**config.mk**
```make
export PLATFORM = sky130hd
export DESIGN_NAME = addressDecoder_flat
export DESIGN_NICKNAME = d
export VERILOG_FILES = /design/src/verilog/inputPkg.sv /design/src/verilog/busPkg.sv /design/src/verilog/busIf.sv /design/src/verilog/addressDecoder.sv /design/src/flat_wrapper.sv
export VERILOG_INCLUDE_DIRS = /design/src /design/src/verilog
export SDC_FILE = /design/constraint.sdc
export NUM_CORES = 1
export LEC_CHECK = 0
export ABC_AREA = 0
export BUFFER_PORTS_ARGS = -buffer_cell sky130_fd_sc_hd__buf_4
export CORE_UTILIZATION = 29
export DETAILED_ROUTE_END_ITERATION = 10
export PLACE_DENSITY = 0.95
export SLEW_MARGIN = 10
export SYNTH_ARGS = -nofsm -noshare
export SYNTH_HDL_FRONTEND = slang
export SYNTH_SLANG_ARGS = --single-unit
```
**constraint.sdc**
```tcl
create_clock -name vclk -period 1.15
set_input_delay 0 -clock vclk [all_inputs]
set_output_delay 0 -clock vclk [all_outputs]
set_load 0.03 [all_outputs]
```
**src/verilog/periph_params.svh**
```systemverilog
// peripheral block parameters
// debounce length, bus cycle divide ratio, memory size and the input register address
`ifndef PERIPH_PARAMS_SVH
`define PERIPH_PARAMS_SVH

// consecutive high samples before a button counts as pressed
`define DEBOUNCE_CYCLES 50

// fast clocks per cpu bus cycle
`define STROBE_DIVIDE 4

// linear main memory, 2**MEM_ADDR_BITS bytes
`define MEM_ADDR_BITS 16

// read-only console keys and triggers byte
// sits inside the memory map, so memory writes there are dropped
`define INPUT_REG_ADDR 16'hC010

`endif
```
**src/verilog/inputPkg.sv**
```systemverilog
// console input types
// console key fields and joystick trigger bits
`default_nettype none

package inputPkg;

    // console keys, select in bit 0
    // layout matches the low nibble of the input register
    typedef struct packed {
        logic start;
        logic pause;
        logic reset;
        logic select;
    } consoleKeys_t;

    // one bit per joystick trigger, read as the high nibble
    typedef logic [3:0] triggers_t;

endpackage

`default_nettype wire

```
**src/verilog/busPkg.sv**
```systemverilog
// cpu bus types
// 16-bit address and 8-bit data for the 6502-class bus
`default_nettype none

package busPkg;

    // full cpu address space
    typedef logic [15:0] addr_t;

    // one data byte on the bus
    typedef logic [7:0] data_t;

endpackage

`default_nettype wire

```
**src/verilog/busIf.sv**
```systemverilog
// bus target interface
// address, write data, read data and enables between the decoder and one target
`timescale 1ns/10ps
`default_nettype none

interface busIf
    import busPkg::*;
();

    addr_t address;
    data_t writeData;
    data_t readData;
    // write pulse, already qualified by the bus strobe
    logic  writeEn;
    // read level, target returns zero while low
    logic  readEn;

    modport initiator (
        output address,
        output writeData,
        output writeEn,
        output readEn,
        input  readData
    );

    modport target (
        input  address,
        input  writeData,
        input  writeEn,
        input  readEn,
        output readData
    );

endinterface

`default_nettype wire

```
**src/verilog/addressDecoder.sv**
```systemverilog
// bus address decoder
// sends strobed writes to memory, except at the input register
// read mux between input register, memory and zero
`timescale 1ns/10ps
`default_nettype none
`include "periph_params.svh"

module addressDecoder
    import busPkg::*;
    import inputPkg::*;
(
    input  wire               clk,
    input  wire               rstN,
    input  wire addr_t        address,
    input  wire data_t        writeData,
    input  wire               writeEn,
    input  wire               readEn,
    input  wire               strobe,
    input  wire consoleKeys_t consoleKeys,
    input  wire triggers_t    triggers,
    output data_t             readData,
    busIf.initiator           mem
);

    logic  isInputReg;
    data_t inputByte;

    assign isInputReg = (address == `INPUT_REG_ADDR);

    // triggers high nibble, console keys low nibble
    assign inputByte = {triggers, consoleKeys};

    assign mem.address   = address;
    assign mem.writeData = writeData;
    // held write level becomes one pulse per bus cycle
    assign mem.writeEn   = writeEn & strobe & ~isInputReg;
    assign mem.readEn    = readEn & ~isInputReg;

    always_comb begin
        if (!readEn) begin
            readData = '0;
        end else if (isInputReg) begin
            readData = inputByte;
        end else begin
            readData = mem.readData;
        end
    end

    // plain level bus, initiator never asks for both
    noReadWrite: assert property (@(posedge clk) disable iff (!rstN)
        !(writeEn && readEn))
        else $error("writeEn and readEn both high");

endmodule

`default_nettype wire

```
**src/flat_wrapper.sv**
```systemverilog
// flat-port wrapper written by rule: the top's interface ports become plain ports
module addressDecoder_flat import busPkg::*; import inputPkg::*;
  (clk, rstN, address, writeData, writeEn, readEn, strobe, consoleKeys, triggers, readData, mem_address, mem_writeData, mem_writeEn, mem_readEn, mem_readData);
  busIf mem_i ();
  input  wire clk;
  input  wire rstN;
  input  wire addr_t address;
  input  wire data_t writeData;
  input  wire writeEn;
  input  wire readEn;
  input  wire strobe;
  input  wire consoleKeys_t consoleKeys;
  input  wire triggers_t triggers;
  output data_t readData;
  output wire logic [$bits(mem_i.address)-1:0] mem_address;
  output wire logic [$bits(mem_i.writeData)-1:0] mem_writeData;
  output wire logic [$bits(mem_i.writeEn)-1:0] mem_writeEn;
  output wire logic [$bits(mem_i.readEn)-1:0] mem_readEn;
  input wire logic [$bits(mem_i.readData)-1:0] mem_readData;
  assign mem_address = mem_i.address;
  assign mem_writeData = mem_i.writeData;
  assign mem_writeEn = mem_i.writeEn;
  assign mem_readEn = mem_i.readEn;
  assign mem_i.readData = mem_readData;
  addressDecoder u_core (.clk(clk), .rstN(rstN), .address(address), .writeData(writeData), .writeEn(writeEn), .readEn(readEn), .strobe(strobe), .consoleKeys(consoleKeys), .triggers(triggers), .readData(readData), .mem(mem_i));
endmodule
```
### Yosys cells after proc, flatten, opt, wreduce, memory -nomap -nowiden

Index checks and enable logic that the tools add are counted.

| cells by class | value |
|---|---|
| bitwise operators | 4 |
| muxes and demuxes | 2 |
| equality and inequality tests | 1 |

Operators with widths:

| cell | count |
|---|---|
| $eq A16 B16 Y1 const B | 1 |
| $mux W8 | 2 |
| $and A1 B1 Y1 | 3 |
| $not A1 Y1 | 1 |

| storage, ports and cells | value |
|---|---|
| output and inout port bits | 34 |
| flip-flop bits (word level) | 0 |

### Depth between registers and ports, before layout

Gate-level depths: netlist (run 1).

| depth | value |
|---|---|
| depth after elaboration | 3 |
| gate-level depth with buffers | 4 |

### Worst setup path before layout (run 1)

Ideal clock, no wire load.

| path | value |
|---|---|
| path kind | input-to-output |
| from | in address[6] |
| to | out readData[0] |
| slack | 0.086 ns |
| data arrival time | 1.064 ns |
| stages | 4 |
| cells stage by stage | nor4_1 nand4_1 buf_4 mux2i_1 |

| on the way | value |
|---|---|
| word-level cells in the longest chain between the ends | 3 |

Ends and longest elaborated chain:

| item | RTL line | source |
|---|---|---|
| start: declaration | flat_wrapper.sv:7 | `input wire addr_t address;` |
| $eq A16 B16 Y1 (no line) | - |  |
| $mux W8 | addressDecoder.sv:42 | `end else if (isInputReg) begin` |
| $mux W8 | addressDecoder.sv:40 | `if (!readEn) begin` |
| end: declaration | flat_wrapper.sv:14 | `output data_t readData;` |

Every way passes these cells.

### Final worst setup path (run 1)

| path | value |
|---|---|
| from | in address[13] |
| to | out mem_writeEn |

| on the way | value |
|---|---|
| word-level cells in the longest chain between the ends | 3 |

Ends and longest elaborated chain:

| item | RTL line | source |
|---|---|---|
| $eq A16 B16 Y1 (no line) | - |  |
| $not A1 Y1 | addressDecoder.sv:36 | `assign mem.writeEn = writeEn & strobe & ~isInputReg;` |
| $and A1 B1 Y1 | addressDecoder.sv:36 |  |
| end: declaration | flat_wrapper.sv:17 | `output wire logic [$bits(mem_i.writeEn)-1:0] mem_writeEn;` |

Every way passes these cells.

==> metrics.txt, run 1 <==
Syn. warnings 0; Final TNS setup 0 ns; data required time of the critical path 1.15 ns; critical path peak fanout 5; Remaining DRCs 0; Die Y 39.4 um; post-route cell area 757 um2; outcome completed; synthesized area per cell 7.01 um2; dpl cells 108; pre-CTS setup slack 0.0549 ns; final slew viol count 0; total gr overflow 0; FILL cells 131; Synth top area share 46.2%; number of I/O pins 79; Total Die Area 1560 um2; Hold Crit Class primary input to output pin; unrepaired setup endpoints after global routing true; vias 495; # Post-CTS Setup Buffers 0; setup ws final 0.0789 ns; Core Footprint 1300 um2; Worst VDD drop 0.203 mV; Starting Density 31.3%; wire per inst 11.3 um; Routed Antenna Nets 0; worst endpoint data arrival time 1.07 ns; Max Cap Viol 0; Post-Syn Area 407 um2; syn_nets 103; fin crit period 1.07 ns; Synth Instances 58; fmax 0.934 GHz; number of clock buffers in the layout 0; Final setup violation count 0; PortBufs 61; Layout Nets 141; DP Area 694 um2; Seq/Total Area, Yosys 0%; largest net degree at the start of global routing 18; Hold Vio Cnt, Final 0; vias in the first global route 367; Worst setup EP type output pin; Worst Tran Pin Value 0.186 ns; Max stage delay on crit path 0.25 ns; FF/Latch Area 0 um2; top cells by area, synth buf_4, mux2i_1, nand2_1; CP dominant cell by count buf_4; Synth cell types 10; Setup Crit Path Kind primary input to output pin; final cell count without fillers 109; initial antenna violation count 0; Seq cells 0; leakage power 0.456 nW; final period utilization 93.1%; Initial DRC Count 2; CTS Hold Bufs 0; layout cell share with drive strength beyond 1 71.3%; mean number of vias per cell 4.54; first-pass GRT wire length 1.37 mm; total track usage 12.0%; Relative slew margins 87.5%; startpoint types primary input; Ant. Diodes 0; Die X 39.4 um; cells along the critical path buf_4, nor4b_2, nand4_1, buf_4, and3_1, buf_4; Final Power 328 uW; drt pass-1 iters 2; CP max-delay cell nor4b_2; Area Overhead vs Synth 86.2%; Synth area leader buf_4; row count 13; PD cells 434 nW/um2; PostCTS Resize Cnt 0; drt total wl 1.23 mm; routability congestion estimate 0.604
## cell families after synthesis
logic type / Yosys count / share of synthesized area, %
and+or+nand+nor: 23 / 32.0
buffers and inverters: 27 / 48.3
muxes: 8 / 19.7
## through the flow
stage	hold slack, ns	util (%)
after global routing	0.0000493	58.2
after floorplan	0.132	-
final	0.0000132	58.2
after CTS	0.000205	53.4
after global placement	0.000205	53.4
after detailed placement	0.000205	53.4
## final cells by class
| cell class | instances | area (um2) | share of cell area, % |
|---|---|---|---|
| multi-input combinational | 31 | 243 | 32.1 |
| tap | 15 | 18.8 | 2.48 |
| timing repair buffer | 63 | 495 | 65.5 |
## final timing paths
kind  cells past startpoint    startpoint          endpoint
max                       6   address[13]       mem_writeEn
min                       0  writeData[1]  mem_writeData[1]
## cell usage after synthesis
library cell / instances
nand2_1: 16
nor4b_2: 3
clkbuf_1: 1
mux2i_1: 8
and2_1: 1
buf_2: 1
buf_4: 25
and3_1: 1
nand4_1: 1
nor4_1: 1
## per-layer routing
metal	track usage [%]	vias to the layer above	wire length [um]
li1	-	239	-
met2	28.3	31	746
met4	4.31	0	20
met1	9.67	221	322
met5	0	-	0
met3	0	4	145
## cells in the final DEF, fill, tap and decap left out
cell	netlist	layout
buf_4	25	57
nand2_1	16	16
mux2i_1	8	8
buf_6	0	6
nor4b_4	0	2
nor4_4	0	1
nor4b_2	3	1
nand4_1	1	1
and3_1	1	1
and2_1	1	1
## critical path: cells and delay by family
kind	cells	cell delay, ns
and+or+nand+nor	3	0.59
buffers and inverters	3	0.48
## report_power, final
| part | switching, mW | internal (mW) |
|---|---|---|
| clock network | 0 | 0 |
| registers | 0 | 0 |
| logic | 0.167 | 0.161 |
| total | 0.167 | 0.161 |
(Power assumes the default switching activity.)
==> inputs of run 2 (changes only) <==
- PLACE_DENSITY: 0.95 -> unset
- PLACE_DENSITY_LB_ADDON: unset -> 0.25
==> run 2 against run 1 <==
  * Flip-flop and latch count unchanged
  * Largest cell class unchanged
  * Power increased by 0.63%
  * Die area unchanged
  * Via count is 2.6% lower
==> metrics.txt, run 2 (synthesized netlist as in run 1, its figures left out) <==
vias 482 (-2.6%); data required time of the critical path 1.15 ns (about the same); Relative slew margins 87.6% (+0.14 points); PortBufs 61 (unchanged); PD cells 433 nW/um2 (-0.20%); Ant. Diodes 0 (unchanged); Remaining DRCs 0 (unchanged); routability congestion estimate 0.618 (+2.2%); drt pass-1 iters 2 (unchanged); pre-CTS setup slack 0.0532 ns (-0.00167 ns); startpoint types primary input; fmax 0.921 GHz (-1.3%); # Post-CTS Setup Buffers 0 (unchanged); row count 13 (unchanged); Seq cells 0 (unchanged); Starting Density 31.3% (unchanged); most frequent cells in the layout buf_4, nand2_1, mux2i_1, buf_6, nor4b_4; first-pass GRT wire length 1.14 mm (-17%); final slew viol count 0 (unchanged); Die X 39.4 um (unchanged); Layout Nets 141 (unchanged); Reg power frac 0% (unchanged); sw frac 50.8% (-0.15 points); worst endpoint data arrival time 1.09 ns (+0.02 ns); Initial DRC Count 3 (+1); Hold Vio Cnt, Final 0 (unchanged); clock share of power 0% (unchanged); leakage power 0.459 nW (+0.75%); final period utilization 94.4% (+1.2 points); largest net degree at the start of global routing 18 (unchanged); vias in the first global route 329 (-10%); fin crit period 1.09 ns (+0.0143 ns); setup ws final 0.0646 ns (-0.0143 ns); Total Die Area 1560 um2 (unchanged); number of clock buffers in the layout 0 (unchanged); most common cell after layout, fill and taps aside buf_4; total gr overflow 0 (unchanged); Internal Power 162 uW (+0.94%); drt total wl 1.12 mm (-9.2%); FF/Latch Area 0 um2 (unchanged); Routed Antenna Nets 0 (unchanged); number of I/O pins 79 (unchanged); outcome completed; Detail Placement HPWL 898 um; Max Cap Viol 0 (unchanged); Core Footprint 1300 um2 (unchanged); combinational share of power 100.0% (about the same); Setup Crit Path Kind primary input to output pin; layout cell share with drive strength beyond 1 71.3% (unchanged); Area Overhead vs Synth 87.7%; Die Y 39.4 um (unchanged); initial antenna violation count 0 (unchanged); Hold Crit Class primary input to output pin; critical path peak fanout 4 (-1); Worst setup EP type output pin; CTS Hold Bufs 0 (unchanged); P_sw 168 uW (+0.33%); Worst Tran Pin Value 0.185 ns (-0.00141 ns); wire per inst 10.3 um (-9.2%); dpl cells 108 (unchanged); total track usage 9.93% (-2.1 points); mean number of vias per cell 4.42 (-2.6%); final cell count without fillers 109 (unchanged); Worst VDD drop 0.157 mV (-22%); unrepaired setup endpoints after global routing true; Final setup violation count 0 (unchanged)
-- run 2: cell type report --
| cell class | instances | area, um2 |
|---|---|---|
| Fill cell | 119 | 538 |
| Multi-Input combinational cell | 31 | 251 |
| Tap cell | 15 | 18.8 |
| Timing Repair Buffer | 63 | 493 |
-- run 2: final timing paths --
| kind | startpoint | end | slack, ns | cells after the start |
|---|---|---|---|---|
| worst min-delay path | writeData[6] | mem_writeData[6] | 0.00007 | 0 |
| worst max-delay path | address[7] | readData[5] | 0.06 | 6 |
-- run 2: power groups by stage --
| stage | registers (mW) | logic [mW] | clock network (mW) |
|---|---|---|---|
| 6_report | 0 | 0.330 | 0 |
| 5_1_grt | 0 | 0.351 | 0 |
| 4_1_cts | 0 | 0.310 | 0 |
| 3_5_place_dp | 0 | 0.309 | 0 |
| 3_3_place_gp | 0 | 0.306 | 0 |
| 2_1_floorplan | 0 | 0.231 | 0 |
-- run 2: stage by stage --
stage | TNS [ns] | power, mW | area, um2 | hold slack (ns) | util, %
2_1_floorplan | 0 | 0.231 | 407 | 0.132 | -
3_3_place_gp | 0 | 0.306 | 694 | 0.000205 | 53.4
3_5_place_dp | 0 | 0.309 | 694 | 0.000205 | 53.4
4_1_cts | 0 | 0.310 | 694 | 0.000205 | 53.4
5_1_grt | -0.468 | 0.351 | 763 | 0.000115 | 58.7
6_report | 0 | 0.330 | 763 | 0.0000652 | 58.7
-- run 2: critical path, stage by stage --
cell and delay, ns:
buf_4 0.12, nor4b_4 0.24, nand4_1 0.19, buf_2 0.21
mux2i_1 0.15, buf_4 0.18
-- run 2: timing repair --
| action | in CTS | in global routing |
|---|---|---|
| resized for setup | 0 | 11 |
| hold endpoints to repair | 0 | 0 |
| endpoints found under the setup margin | 0 | 9 |
-- run 2: metal layers --
metal | vias to the layer above | global-route usage, % | routed length, um | share of wire, %
met5 | - | 0 | 0 | 0
met4 | 0 | 0 | 0 | 0
met3 | 0 | 1.14 | 198 | 18
met1 | 193 | 9.67 | 348 | 31
li1 | 239 | - | - | -
met2 | 50 | 22.1 | 572 | 51
