## src/verilog/periph_params.svh

```systemverilog
// peripheral block parameters
// debounce length, bus cycle divide ratio, memory size and the input register address
`ifndef PERIPH_PARAMS_SVH
`define PERIPH_PARAMS_SVH

// consecutive high samples before a button counts as pressed
`define DEBOUNCE_CYCLES 50

// fast clocks per cpu bus cycle
`define STROBE_DIVIDE 4

// linear main memory, 2**MEM_ADDR_BITS bytes
`define MEM_ADDR_BITS 16

// read-only console keys and triggers byte
// sits inside the memory map, so memory writes there are dropped
`define INPUT_REG_ADDR 16'hC010

`endif
```

## src/verilog/debounceBank.sv

```systemverilog
// debounce bank
// per bit: two-flop synchronizer, then a counter that saturates at CYCLES
// output bit is high while the counter is saturated
`timescale 1ns/10ps
`default_nettype none
`include "periph_params.svh"

module debounceBank #(
    parameter type payload_t = logic [3:0],
    parameter int  CYCLES    = `DEBOUNCE_CYCLES
) (
    input  wire           clk,
    input  wire           rstN,
    input  wire payload_t raw,
    output payload_t      clean
);

    localparam int W  = $bits(payload_t);
    // wide enough to hold CYCLES itself
    localparam int CW = $clog2(CYCLES + 1);

    logic [W-1:0] rawBits;
    logic [W-1:0] syncA;
    logic [W-1:0] syncB;
    logic [W-1:0] cleanBits;

    assign rawBits = raw;

    // raw keys are asynchronous to clk
    always_ff @(posedge clk or negedge rstN) begin
        if (!rstN) begin
            syncA <= '0;
            syncB <= '0;
        end else begin
            syncA <= rawBits;
            syncB <= syncA;
        end
    end

    for (genvar i = 0; i < W; i++) begin : gBit
        logic [CW-1:0] count;

        // any low sample restarts the count
        always_ff @(posedge clk or negedge rstN) begin
            if (!rstN) begin
                count <= '0;
            end else if (!syncB[i]) begin
                count <= '0;
            end else if (!cleanBits[i]) begin
                count <= count + 1'b1;
            end
        end

        // saturation flag is the debounced level
        assign cleanBits[i] = (count == CW'(CYCLES));
    end

    assign clean = cleanBits;

    // a press must come from a run of high synchronized samples
    cleanNeedsInput: assert property (@(posedge clk) disable iff (!rstN)
        ((cleanBits & ~$past(cleanBits) & ~$past(syncB)) == '0))
        else $error("debounced bit rose with synchronized input low");

endmodule

`default_nettype wire

```

## config.mk

```make
export PLATFORM = sky130hd
export DESIGN_NAME = debounceBank
export DESIGN_NICKNAME = d
export VERILOG_FILES = /design/src/verilog/debounceBank.sv
export VERILOG_INCLUDE_DIRS = /design/src /design/src/verilog
export SDC_FILE = /design/constraint.sdc
export NUM_CORES = 1
export LEC_CHECK = 0
export BUFFER_PORTS_ARGS = -buffer_cell sky130_fd_sc_hd__buf_2
export CAP_MARGIN = 10
export CELL_PAD_IN_SITES_DETAIL_PLACEMENT = 1
export CELL_PAD_IN_SITES_GLOBAL_PLACEMENT = 1
export CORE_ASPECT_RATIO = 1.25
export CORE_MARGIN = 2
export CORE_UTILIZATION = 50
export CTS_CLUSTER_DIAMETER = 80
export CTS_CLUSTER_SIZE = 24
export DETAILED_ROUTE_END_ITERATION = 8
export PLACE_DENSITY = 0.88
export SKIP_CTS_REPAIR_TIMING = 1
export SYNTH_ARGS = -nofsm -noshare
export SYNTH_HDL_FRONTEND = slang
export SYNTH_SLANG_ARGS = --single-unit
```

## constraint.sdc

```tcl
create_clock -name clk -period 2.6 [get_ports clk]
set_clock_uncertainty 0.2 [all_clocks]
set_input_delay 0.39 -clock clk [delete_from_list [all_inputs] [get_ports clk]]
set_output_delay 0.39 -clock clk [all_outputs]
set_load 0.005 [all_outputs]
```

======== Yosys cells after proc, flatten, opt, wreduce, memory -nomap -nowiden ========
Index checks and enable logic that the tools add are counted.
word-level totals
  register bits ........................... 32
  bits in latches ......................... 0
  RAM bits ................................ 0
  bits in read-only memories .............. 0
  output and inout bits ................... 4
  memories kept ........................... 0
operators by class
  add/subtract/negate cells ............... 4
  multipliers ............................. 0
  div/mod/pow operators ................... 0
  magnitude comparators ................... 0
  eq/ne operators ......................... 8
  shift operators ......................... 0
  muxes and demuxes ....................... 8
  bitwise operators ....................... 0
  reduce and logical (&&, ||, !) cells .... 0
operator list
  kind                                         count
  2-to-1 mux 6 bit                             8
  adder 6 x 1 -> 6 bit, second input constant  4
  equality test 6 bit, second input constant   4
  != test 2 bit, second input constant         4

======== Logic depth before layout (Yosys ltp) ========
Gate-level depths: netlist of run 1.
  depth in word-level cells ............... 3
  mapped depth ............................ 5

======== Least setup slack after synthesis of run 1 ========
OpenSTA, ideal clock, no wires.
  kind .................................... register to register
  from .................................... reg gBit[2].count[0]
  to ...................................... reg gBit[2].count[1]
  arrival ................................. 1.234 ns
  path slack .............................. 1.046 ns
  cell stages (with the launch flop) ...... 6
  buffers on the path ..................... 0
  clock period less this slack ............ 1.554 ns
  path through ............................ dfrtp_1 inv_1 ha_1 nand4b_1 or3_1 and3_1
between the ends
  longest elaborated chain between the ends .. 3
  elaborated cells on any way between the ends .. 5
  those cells by class .................... add/sub (1); eq/ne (2); mux (2)
RTL lines
  item                    RTL line            text
  from (decl)             debounceBank.sv:41  logic [CW-1:0] count;
  from (signal assigned)  debounceBank.sv:50  count <= count + 1'b1;
  adder 6 x 1 -> 6 bit    debounceBank.sv:50
  2-to-1 mux 6 bit        debounceBank.sv:49  end else if (!cleanBits[i]) begin
  2-to-1 mux 6 bit        debounceBank.sv:47  end else if (!syncB[i]) begin
Several ways; a longest one is shown, not always the timed one. The select of a mux whose other input is x is not followed.
A chain may end at the register's enable or synchronous reset.

==> results of run 1 <==
[power groups by stage]
stage	clock [mW]	combinational [mW]	sequential [mW]
after floorplan	0	0.0351	0.547
after global placement	0	0.0502	0.553
after detailed placement	0	0.0545	0.557
after CTS	0.307	0.0554	0.548
after global routing	0.319	0.0692	0.551
final	0.294	0.0594	0.547
[area by class of cell]
cell class                 count  area (um2)  area share (%)
tap                           36        45.0            2.70
multi-input combinational     93         644            38.7
inverter                       5        18.8            1.13
clock buffer                   6        51.3            3.08
clock inverter                 2        10.0           0.601
timing repair buffer          14        95.1            5.71
sequential                    32         801            48.1
[cell usage after synthesis (all sizes together), types with 2 or more instances]
master and instances:
nand4b 3, nor2 7, xnor2 8, and3 6
or3 5, and2 7, o21ai 10, or4b 3
nand2b 2, nand3 9, o311a 2, nand2 10
a21boi 4, dfrtp 32, ha 8, inv 5
nand3b 3, or2b 2, mux2i 2
[sequential cells by signal (all words and copies together) (netlist names)]
signal	flops
syncA	4
syncB	4
gBit.count	24
[cell usage in the layout, fill, tap and decap left out]
| master | n |
|---|---|
| dfrtp_1 | 32 |
| o21ai_0 | 10 |
| nand2_1 | 10 |
| buf_2 | 9 |
| xnor2_1 | 8 |
| ha_1 | 8 |
| nor2_1 | 7 |
| nand3_1 | 7 |
| and2_1 | 7 |
| and3_1 | 6 |
| inv_1 | 5 |
| or3_1 | 5 |
| clkbuf_4 | 5 |
| dlygate4sd3_1 | 5 |
| a21boi_0 | 4 |
| nand4b_1 | 3 |
| nand3b_1 | 3 |
| or4b_1 | 3 |
| or2b_1 | 2 |
| nand3_2 | 2 |
| nand2b_1 | 2 |
| mux2i_1 | 2 |
| clkinv_2 | 2 |
| nand4_1 | 1 |
| o311a_2 | 1 |
| o311a_1 | 1 |
| xor2_1 | 1 |
| clkbuf_8 | 1 |
[worst paths after layout]
path | start | end | slack, ns
min | syncA[3] | syncB[3] | 0.16
min reg2reg | syncA[3] | syncB[3] | 0.16
max | gBit[2].count[0] | clean[2] | 0.51
max reg2reg | gBit[2].count[0] | gBit[2].count[1] | 0.84
max in group asynchronous | rstN | gBit[3].count[1] | 1.32
min in group asynchronous | rstN | gBit[1].count[3] | 0.42
[logic make-up after synthesis]
| family | share of synthesized area [%] |
|---|---|
| multiplexers | 1.36 |
| adder cells (fa/ha/maj) | 6.81 |
| buffers and inverters | 1.62 |
| flip-flops | 54.5 |
| XOR/XNOR | 5.37 |
| AND/OR/NAND/NOR | 23.4 |
| AO/OA/AOI/OAI | 6.90 |
[per-layer routing]
layer / global-route usage, % / share of wire (%)
met2: 33.9 / 53
met1: 23.6 / 42
met4: 6.73 / 1.4
met5: 0 / 0
met3: 6.91 / 2.8
[metrics by stage]
stage / area [um2] / power [mW]
after detailed placement: 1550 / 0.612
after global routing: 1670 / 0.939
after CTS: 1620 / 0.910
final: 1670 / 0.901
after floorplan: 1470 / 0.582
after global placement: 1550 / 0.604
==> implementation parameters, run 1 <==
Parameter                              Value

Status
  Result of the run ... finished, final reports clean

Drt
  Post-DRT Antenna Nets ... 0
  Vias after detailed routing ... 1031
  Detail-routed via count per cell ... 5.48
  DRC ... 0
  Total Wirelength ... 2.91 mm
  Routed WL per cell ... 15.5 um
  DR pass1 iterations ... 4
  Starting DRT DRC Count ... 7

Global route
  Maximum number of pins on one net before global-route repair ... 33
  Number of global-route vias before repair ... 1121
  Grt ovf ... 0
  First-pass GRT wire length ... 4.99 mm
  Initial antenna violation count ... 0
  Gr usage total ... 20.2%

Floorplan
  Standard-cell rows ... 22
  Vertical die dimension ... 64.6 um
  Core area ... 2860 um2
  Starting Density ... 51.3%
  Horiz. Die Dim ... 52.5 um
  Total die area ... 3390 um2
  Number of top-level design ports ... 10

Synthesis
  Count of yosys warnings during synthesis ... 0
  Dominant cells by area after synthesis ... dfrtp_1, ha_1, xnor2_1
  Portion of synthesized cell area occupied by the leading cell type ... 54.5%
  Number of nets in the synthesized netlist ... 145
  Post-synth ARST share ... 100%
  Summed instance area of the synthesized netlist ... 1470 um2
  Mean instance size in the synthesized netlist ... 11.2 um2
  Most area-hungry cell type in the Yosys netlist ... dfrtp_1
  Number of flip-flops and latches in the synthesized netlist ... 32
  Cell count after synthesis ... 131
  Most used DFF post-synth ... dfrtp_1
  Seq/Total Area, Yosys ... 54.5%
  EDFF count, synth ... 0
  Count of distinct cell types in the synthesized netlist ... 24

Finish
  Post-route insts no fill ... 188
  Area growth syn-to-layout ... 13.4%
  Number of antenna repair diodes ... 0
  Number of fill cells in the layout ... 321
  Net total in the final layout ... 165
  Final core utilization ... 58.2%
  Ratio of cells with drive above 1 in the final layout ... 13.2%

Critical path
  Crit path cell chain ... inv_1 -> ha_1 -> nand4b_1 -> nor2_1 -> buf_2
  Category of the worst setup path capture point ... primary output
  Cell depth of the worst flop-to-flop path ... 5
  Crit path max-delay family ... flip-flops
  Setup CP Type ... register to primary output
  Logic depth of the worst path, buffers included ... 5
  Endpoint required time on the critical path ... 2.01 ns
  Maximum fanout along the worst path ... 6
  Max stage delay on crit path ... 0.44 ns
  Number of buffer and inverter stages on the critical path ... 2
  Cell at the slowest stage of the critical path ... dfrtp_1
  Critical path launch point type ... register
  Critical Path AT ... 1.50 ns

Placement
  Final weighted congestion in routability-driven placement ... 0.750
  Number of cells in the design after placement ... 175
  I/O Buffers ... 9
  HPWL after detailed placement ... 2.07 mm
  Placement-stage worst setup slack ... 0.874 ns

Power and ir drop
  Switching power share of the total ... 24.8%
  Sequential share of power ... 60.7%
  Combinational Power Share ... 6.6%
  Net switching power ... 0.224 mW
  Static leakage power ... 0.768 nW
  Worst vdd ir ... 413 uV
  Internal cell power ... 0.677 mW
  Clock group share of total power ... 32.7%
  Power per cell area ... 541 nW/um2

Timing
  Setup Total Neg Slack ... 0 ns
  Final worst slack ... 0.514 ns
  Hold_ws ... 0.155 ns
  Setup repair after global routing missed its margin ... false
  Period utilisation layout ... 80.2%
  Max frequency ... 479 MHz
  Final setup viols ... 0
  Final period demand of the worst path ... 2.09 ns
  Number of endpoints with negative hold slack in the final report ... 0
  Number of pins with negative max-slew slack in the final report ... 0
  Relative slew slack ... 53.4%
  Pin slew with the least headroom to its limit ... 0.699 ns

Clock network
  Insertion delay to the later sink of the worst-skew pair ... 0.34 ns
  Number of sinks driven by the clock tree ... 32
  Clock transition at the registers of the reported paths ... 0.10 ns
  Number of clock buffers inserted by TritonCTS ... 5
  Root buffer cell ... clkbuf_4
  Clock H-tree levels ... 2
  Clock buffer depth ... 2
  CTS tree ... built

Flow run
  Number of max-cap violations ... 0

Min path
  Worst min-delay path category ... register to register
  Hold Path Depth ... 0
Note: power is estimated with default switching activity, not from simulation.
==> run 2, diff against run 1 <==
- CORE_UTILIZATION: 50 -> 42
- PLACE_DENSITY: 0.88 -> 0.8
- clock period: 2.6 -> 1.9 ns (I/O delays scaled with it)
==> run 2 against run 1 <==
The flow now finishes with violations (negative setup slack). Worst setup slack lost 0.53 ns. Core utilization shrank 6.2 points. Via count rose by 1.4%. Register-to-register slack worse by 0.76 ns. Worst hold slack lost 0.0041 ns. Non-clock buffer count increased by 8. Power up 64%. Die area rose by 18%. Sequential share of layout area down 3.0 points. Critical path type unchanged.
==> implementation parameters, run 2 (synthesis results as in run 1) <==
Parameter                              Value

Critical path
  R2r startpoint ... gBit[3].count[0]
  Endpoint required time on the critical path ... 1.41 ns (-0.60 ns)
  Setup slack of the worst register-to-register path ... 0.08 ns (-0.76 ns)
  Max stage delay on crit path ... 0.43 ns (about the same)
  Critical Path AT ... 1.43 ns (-0.07 ns)
  Crit path cell chain ... inv_1 -> ha_1 -> nand4b_1 -> nor2_1 -> buf_2
  Category of the worst setup path capture point ... primary output
  Worst r2r dst ... gBit[3].count[0]
  Cell at the slowest stage of the critical path ... dfrtp_1
  Maximum fanout along the worst path ... 5 (-1)
  Critical path launch point type ... register
  Cell depth of the worst flop-to-flop path ... 6 (+1)
  Setup CP Type ... register to primary output

Finish
  Flip-flop count of the largest register, all copies and words added ... 24 (unchanged)
  Number of antenna repair diodes ... 0 (unchanged)
  Area growth syn-to-layout ... 21.2%
  Most frequent cells in the layout ... dfrtp_1, o21ai_0, nand2_1
  Most flop-heavy register ... gBit.count
  Sequential cell area ... 802 um2 (+0.16%)
  Biggest regs ... gBit.count x24, syncA x4, syncB x4
  Area of combinational cells with multiple inputs ... 644 um2 (unchanged)
  Final core utilization ... 52.0% (-6.2 points)
  Commonest non-fill, non-tap cell in the layout ... dfrtp_1
  Net total in the final layout ... 173 (+4.8%)
  Number of fill cells in the layout ... 377 (+17%)
  Ratio of cells with drive above 1 in the final layout ... 18.8% (+5.6 points)

Placement
  HPWL after detailed placement ... 1.94 mm (-6.1%)
  I/O Buffers ... 9 (unchanged)
  Final weighted congestion in routability-driven placement ... 0.792 (+5.6%)

Timing
  Setup repair after global routing missed its margin ... true
  Final period demand of the worst path ... 1.91 ns
  Final worst slack ... -0.0136 ns (-0.528 ns)
  Pin slew with the least headroom to its limit ... 0.698 ns (-0.00158 ns)
  Max frequency ... 523 MHz
  Period utilisation layout ... 101%
  Number of endpoints with negative hold slack in the final report ... 0 (unchanged)
  Relative slew slack ... 53.5% (+0.11 points)
  Final setup viols ... 1 (+1)
  Number of pins with negative max-slew slack in the final report ... 0 (unchanged)

Min path
  Hold path start ... syncA[1]
  Worst min-delay path category ... register to register
  Hold Path Depth ... 0 (unchanged)
  Hold endpoint ... syncB[1]

Floorplan
  Number of top-level design ports ... 10 (unchanged)
  Horiz. Die Dim ... 56.9 um (+8.4%)
  Core area ... 3420 um2 (+20%)
  Starting Density ... 42.9% (-8.4 points)
  Total die area ... 3990 um2 (+18%)
  Standard-cell rows ... 24 (+9.1%)
  Vertical die dimension ... 70.1 um (+8.5%)

Clock network
  CTS tree ... built
  Clock transition at the registers of the reported paths ... 0.07 ns (-0.03 ns)
  Clock buffer depth ... 2 (unchanged)
  Insertion delay to the later sink of the worst-skew pair ... 0.28 ns (-0.06 ns)
  Clock H-tree levels ... 2 (unchanged)
  Number of clock buffers inserted by TritonCTS ... 5 (unchanged)
  Number of sinks driven by the clock tree ... 32 (unchanged)
  Root buffer cell ... clkbuf_8

Power and ir drop
  Static leakage power ... 0.816 nW (+6.2%)
  Worst vdd ir ... 514 uV (+25%)
  Total Power ... 1.48 mW (+64%)
  Power per cell area ... 832 nW/um2 (+54%)

Global route
  First-pass GRT wire length ... 4.75 mm (-4.7%)
  Met2 track demand over resource in global routing ... 24.5% (-9.4 points)
  Gr usage total ... 15.6% (-4.6 points)
  Initial antenna violation count ... 0 (unchanged)
  Number of global-route vias before repair ... 1062 (-5.3%)
  Met1 Use GR ... 19.5% (-4.2 points)
  Maximum number of pins on one net before global-route repair ... 33 (unchanged)
  GRT busiest layer ... met2
  Grt ovf ... 0 (unchanged)
  GR Util met3 ... 5.00% (-1.9 points)

Drt
  Detail-routed via count per cell ... 5.25 (-4.2%)
  Total Wirelength ... 2.80 mm (-3.9%)
  Routed WL per cell ... 14.1 um (-9.2%)
  Starting DRT DRC Count ... 33 (+26)
  Vias after detailed routing ... 1045 (+1.4%)
  DR pass1 iterations ... 4 (unchanged)
  Post-DRT Antenna Nets ... 0 (unchanged)
  DRC ... 0 (unchanged)

Status
  Result of the run ... complete, but fails checks
  Failing checks ... negative setup slack

Flow run
  Number of max-cap violations ... 0 (unchanged)
[run 2: worst max-delay path by stage]
stage	startpoint	to	depth (start not counted)
floorplan	gBit[2].count[0]	gBit[2].count[1]	5
global placement	gBit[2].count[0]	gBit[2].count[1]	5
detailed placement	gBit[2].count[0]	gBit[2].count[1]	5
CTS	gBit[3].count[0]	clean[3]	5
global route	gBit[3].count[0]	clean[3]	5
finish	gBit[3].count[0]	clean[3]	5
[run 2: worst max-delay path: cells and delay by family (launching register included)]
kind / cells / cell delay, ns
flip-flops: 1 / 0.43
adder cells (fa/ha/maj): 1 / 0.15
AND/OR/NAND/NOR: 2 / 0.36
buffers and inverters: 2 / 0.21
[run 2: metrics by stage]
step	worst slack (ns)	TNS (ns)	hold WS, ns	cell area [um2]	instances
after floorplan	0.346	0	-0.211	1470	131
after global placement	0.241	0	0.135	1560	178
after detailed placement	0.155	0	0.140	1560	178
after CTS	-0.0628	-0.114	-0.129	1670	186
after global routing	-0.136	-0.165	0.169	1780	199
final	-0.0136	-0.0136	0.151	1780	199
[run 2: layout make-up]
cell class / count / area share (%)
well taps: 39 / 2.74
clock buffers: 5 / 3.87
inverters: 5 / 1.05
repair buffers: 22 / 8.71
multi-input cells: 93 / 36.2
clock inverters: 3 / 2.39
flip-flops and latches: 32 / 45.0
[run 2: metal layers]
metal  vias up  part of all wire (%)
li1        507                     -
met1       520                    43
met2        13                    52
met3         5                   3.2
met4         0                   1.6
met5         -                     0
[run 2: power by group]
part           leakage [nW]  internal [mW]  switching [mW]  total (mW)
clock network        0.0541          0.388           0.260       0.648
logic                 0.345         0.0440          0.0412      0.0852
registers             0.417          0.710          0.0377       0.748
==> run 3, diff against run 2 <==
--- a/config.mk
+++ b/config.mk
@@ -8,3 +8,3 @@
 export LEC_CHECK = 0
-export BUFFER_PORTS_ARGS = -buffer_cell sky130_fd_sc_hd__buf_2
+export BUFFER_PORTS_ARGS = -buffer_cell sky130_fd_sc_hd__buf_4
 export CAP_MARGIN = 10
==> constraint.sdc (replaced) <==
create_clock -name clk -period 1.9 [get_ports clk]
set_clock_uncertainty 0.2 [all_clocks]
set_input_delay 0.19 -clock clk [delete_from_list [all_inputs] [get_ports clk]]
set_output_delay 0.19 -clock clk [all_outputs]
set_load 0.005 [all_outputs]
==> run 3 against run 2 <==
The flow now finishes without violations. First-iteration DRC count is 6.1% lower. Core utilization is 0.55 points lower. Sequential share of layout area is 0.48 points higher. Register-to-register slack worse by 0.04 ns. Power is 6.5% lower.
==> implementation parameters, run 3 (synthesis results as in run 1) <==
Parameter                              Value

Critical path
  Maximum fanout along the worst path ... 5 (unchanged)
  Crit path cell chain ... inv_1 -> ha_1 -> nand4b_1 -> buf_4 -> or3_1 -> and3_1
  Max stage delay on crit path ... 0.44 ns (about the same)
  Crit path max-delay family ... simple AND/OR/NAND/NOR gates
  Category of the worst setup path capture point ... register
  Critical path launch point type ... register
  Setup CP Type ... register to register
  Number of buffer and inverter stages on the critical path ... 2 (unchanged)
  Endpoint required time on the critical path ... 1.89 ns (+0.48 ns)
  Cell at the slowest stage of the critical path ... dfrtp_2
  Critical Path AT ... 1.85 ns (+0.42 ns)

Timing
  Relative slew slack ... 72.7% (+19 points)
  Number of endpoints with negative hold slack in the final report ... 0 (unchanged)
  Period utilisation layout ... 98.1% (-2.6 points)
  Number of pins with negative max-slew slack in the final report ... 0 (unchanged)
  Setup Total Neg Slack ... 0 ns (+0.0136 ns)
  Final setup viols ... 0 (-1)
  Pin slew with the least headroom to its limit ... 0.409 ns (-0.289 ns)
  Max frequency ... 537 MHz (+2.7%)
  Final period demand of the worst path ... 1.86 ns (-0.0500 ns)
  Hold_ws ... 0.150 ns (-0.000991 ns)

Drt
  Detail Route met3 WL ... 98 um (+8.9%)
  DR pass1 iterations ... 4 (unchanged)
  Routed WL per cell ... 14.8 um (+5.5%)
  Met2 WL ... 1.50 mm (+2.9%)
  Post-DRT Antenna Nets ... 0 (unchanged)
  Wire length on met1 ... 1.23 mm (+2.4%)
  Starting DRT DRC Count ... 31 (-6.1%)
  DR top layer ... met4
  Vias after detailed routing ... 1077 (+3.1%)
  DRC ... 0 (unchanged)
  Total Wirelength ... 2.91 mm (+3.9%)
  Detail-routed via count per cell ... 5.49 (+4.6%)

Floorplan
  Starting Density ... 42.9% (unchanged)
  Standard-cell rows ... 24 (unchanged)
  Core area ... 3420 um2 (unchanged)
  Vertical die dimension ... 70.1 um (unchanged)
  Number of top-level design ports ... 10 (unchanged)
  Horiz. Die Dim ... 56.9 um (unchanged)
  Total die area ... 3990 um2 (unchanged)

Clock network
  Clock buffer depth ... 2 (unchanged)
  Clock transition at the registers of the reported paths ... 0.07 ns (about the same)
  Number of sinks driven by the clock tree ... 32 (unchanged)
  Root buffer cell ... clkbuf_8
  Insertion delay to the later sink of the worst-skew pair ... 0.29 ns (about the same)
  Number of clock buffers inserted by TritonCTS ... 5 (unchanged)
  Clock H-tree levels ... 2 (unchanged)
  CTS tree ... built

Finish
  Flip-flop count of the largest register, all copies and words added ... 24 (unchanged)
  Number of antenna repair diodes ... 0 (unchanged)
  Cell area after layout ... 1760 um2 (-1.1%)
  Net total in the final layout ... 170 (-1.7%)
  Number of fill cells in the layout ... 382 (+1.3%)
  Most frequent cells in the layout ... dfrtp_1, buf_4, o21ai_0, nand2_1
  Post-route insts no fill ... 196 (-1.5%)
  Biggest regs ... gBit.count x24, syncA x4, syncB x4
  Area growth syn-to-layout ... 19.9%
  Commonest non-fill, non-tap cell in the layout ... dfrtp_1
  Ratio of cells with drive above 1 in the final layout ... 16.6% (-2.2 points)
  Most flop-heavy register ... gBit.count

Power and ir drop
  Internal cell power ... 1.04 mW (-8.6%)
  Sequential share of power ... 54.2% (+3.7 points)
  Static leakage power ... 0.803 nW (-1.6%)
  Worst vdd ir ... 578 uV (+12%)
  Net switching power ... 0.341 mW (+0.61%)
  Combinational Power Share ... 6.2% (+0.4 points)
  Power per cell area ... 786 nW/um2 (-5.5%)
  Total Power ... 1.39 mW (-6.5%)
  Switching power share of the total ... 24.6% (+1.7 points)
  Clock group share of total power ... 39.7% (-4.0 points)

Status
  Result of the run ... finished, final reports clean

Global route
  Initial antenna violation count ... 0 (unchanged)
  Number of global-route vias before repair ... 1092 (+2.8%)
  Maximum number of pins on one net before global-route repair ... 33 (unchanged)
  First-pass GRT wire length ... 4.89 mm (+2.8%)
  Grt ovf ... 0 (unchanged)
  Gr usage total ... 16.3% (+0.73 points)

Flow run
  Number of max-cap violations ... 0 (unchanged)

Min path
  Worst min-delay path category ... register to register

Placement
  Final weighted congestion in routability-driven placement ... 0.786 (-0.77%)
  Number of cells in the design after placement ... 178 (unchanged)
  HPWL after detailed placement ... 1.93 mm (-0.53%)
  Placed Area ... 1580 um2 (+1.4%)
  I/O Buffers ... 9 (unchanged)
## run 3: final timing paths
| kind | from | cells past startpoint | slack [ns] | endpoint |
|---|---|---|---|---|
| min | syncA[3] | 0 | 0.15 | syncB[3] |
| max | gBit[3].count[0] | 6 | 0.04 | gBit[3].count[0] |
| max reg2reg | gBit[3].count[0] | 6 | 0.04 | gBit[3].count[0] |
| min in group asynchronous | rstN | 2 | 0.16 | gBit[2].count[5] |
| max in group asynchronous | rstN | 2 | 1.02 | gBit[3].count[0] |
| min reg2reg | syncA[3] | 0 | 0.15 | syncB[3] |
## run 3: worst reg2reg max path, cell delays in order, from the launching register on
cell and delay [ns]:
dfrtp_2 0.44, inv_1 0.07, ha_1 0.14, nand4b_1 0.22
buf_4 0.22, or3_1 0.30, and3_1 0.17
## run 3: power groups by stage
stage	logic (mW)	registers [mW]	clock network (mW)
2_1_floorplan	0.0480	0.748	0
3_3_place_gp	0.0716	0.758	0
3_5_place_dp	0.0791	0.763	0
4_1_cts	0.0795	0.750	0.571
5_1_grt	0.101	0.755	0.595
6_report	0.0856	0.750	0.550
## run 3: layout make-up
cell class	count	area [um2]	share of cell area [%]
Clock buffer	6	82.6	4.69
Inverter	5	18.8	1.07
Multi-Input combinational cell	93	644	36.6
Sequential cell	32	802	45.5
Tap cell	39	48.8	2.77
Clock inverter	2	10.0	0.568
Timing Repair Buffer	19	155	8.81
## run 3: stage by stage
stage / utilization (%) / worst slack, ns
5_1_grt: 51.5 / -0.0446
3_5_place_dp: 46.2 / 0.171
2_1_floorplan: - / 0.346
4_1_cts: 48.9 / 0.0528
6_report: 51.5 / 0.0363
3_3_place_gp: 46.2 / 0.228
## run 3: routing by layer
metal  vias up  GRT usage (%)
met5         -              0
met4         0           10.3
met3         6           5.93
met2        12           26.2
met1       553           17.9
li1        506              -
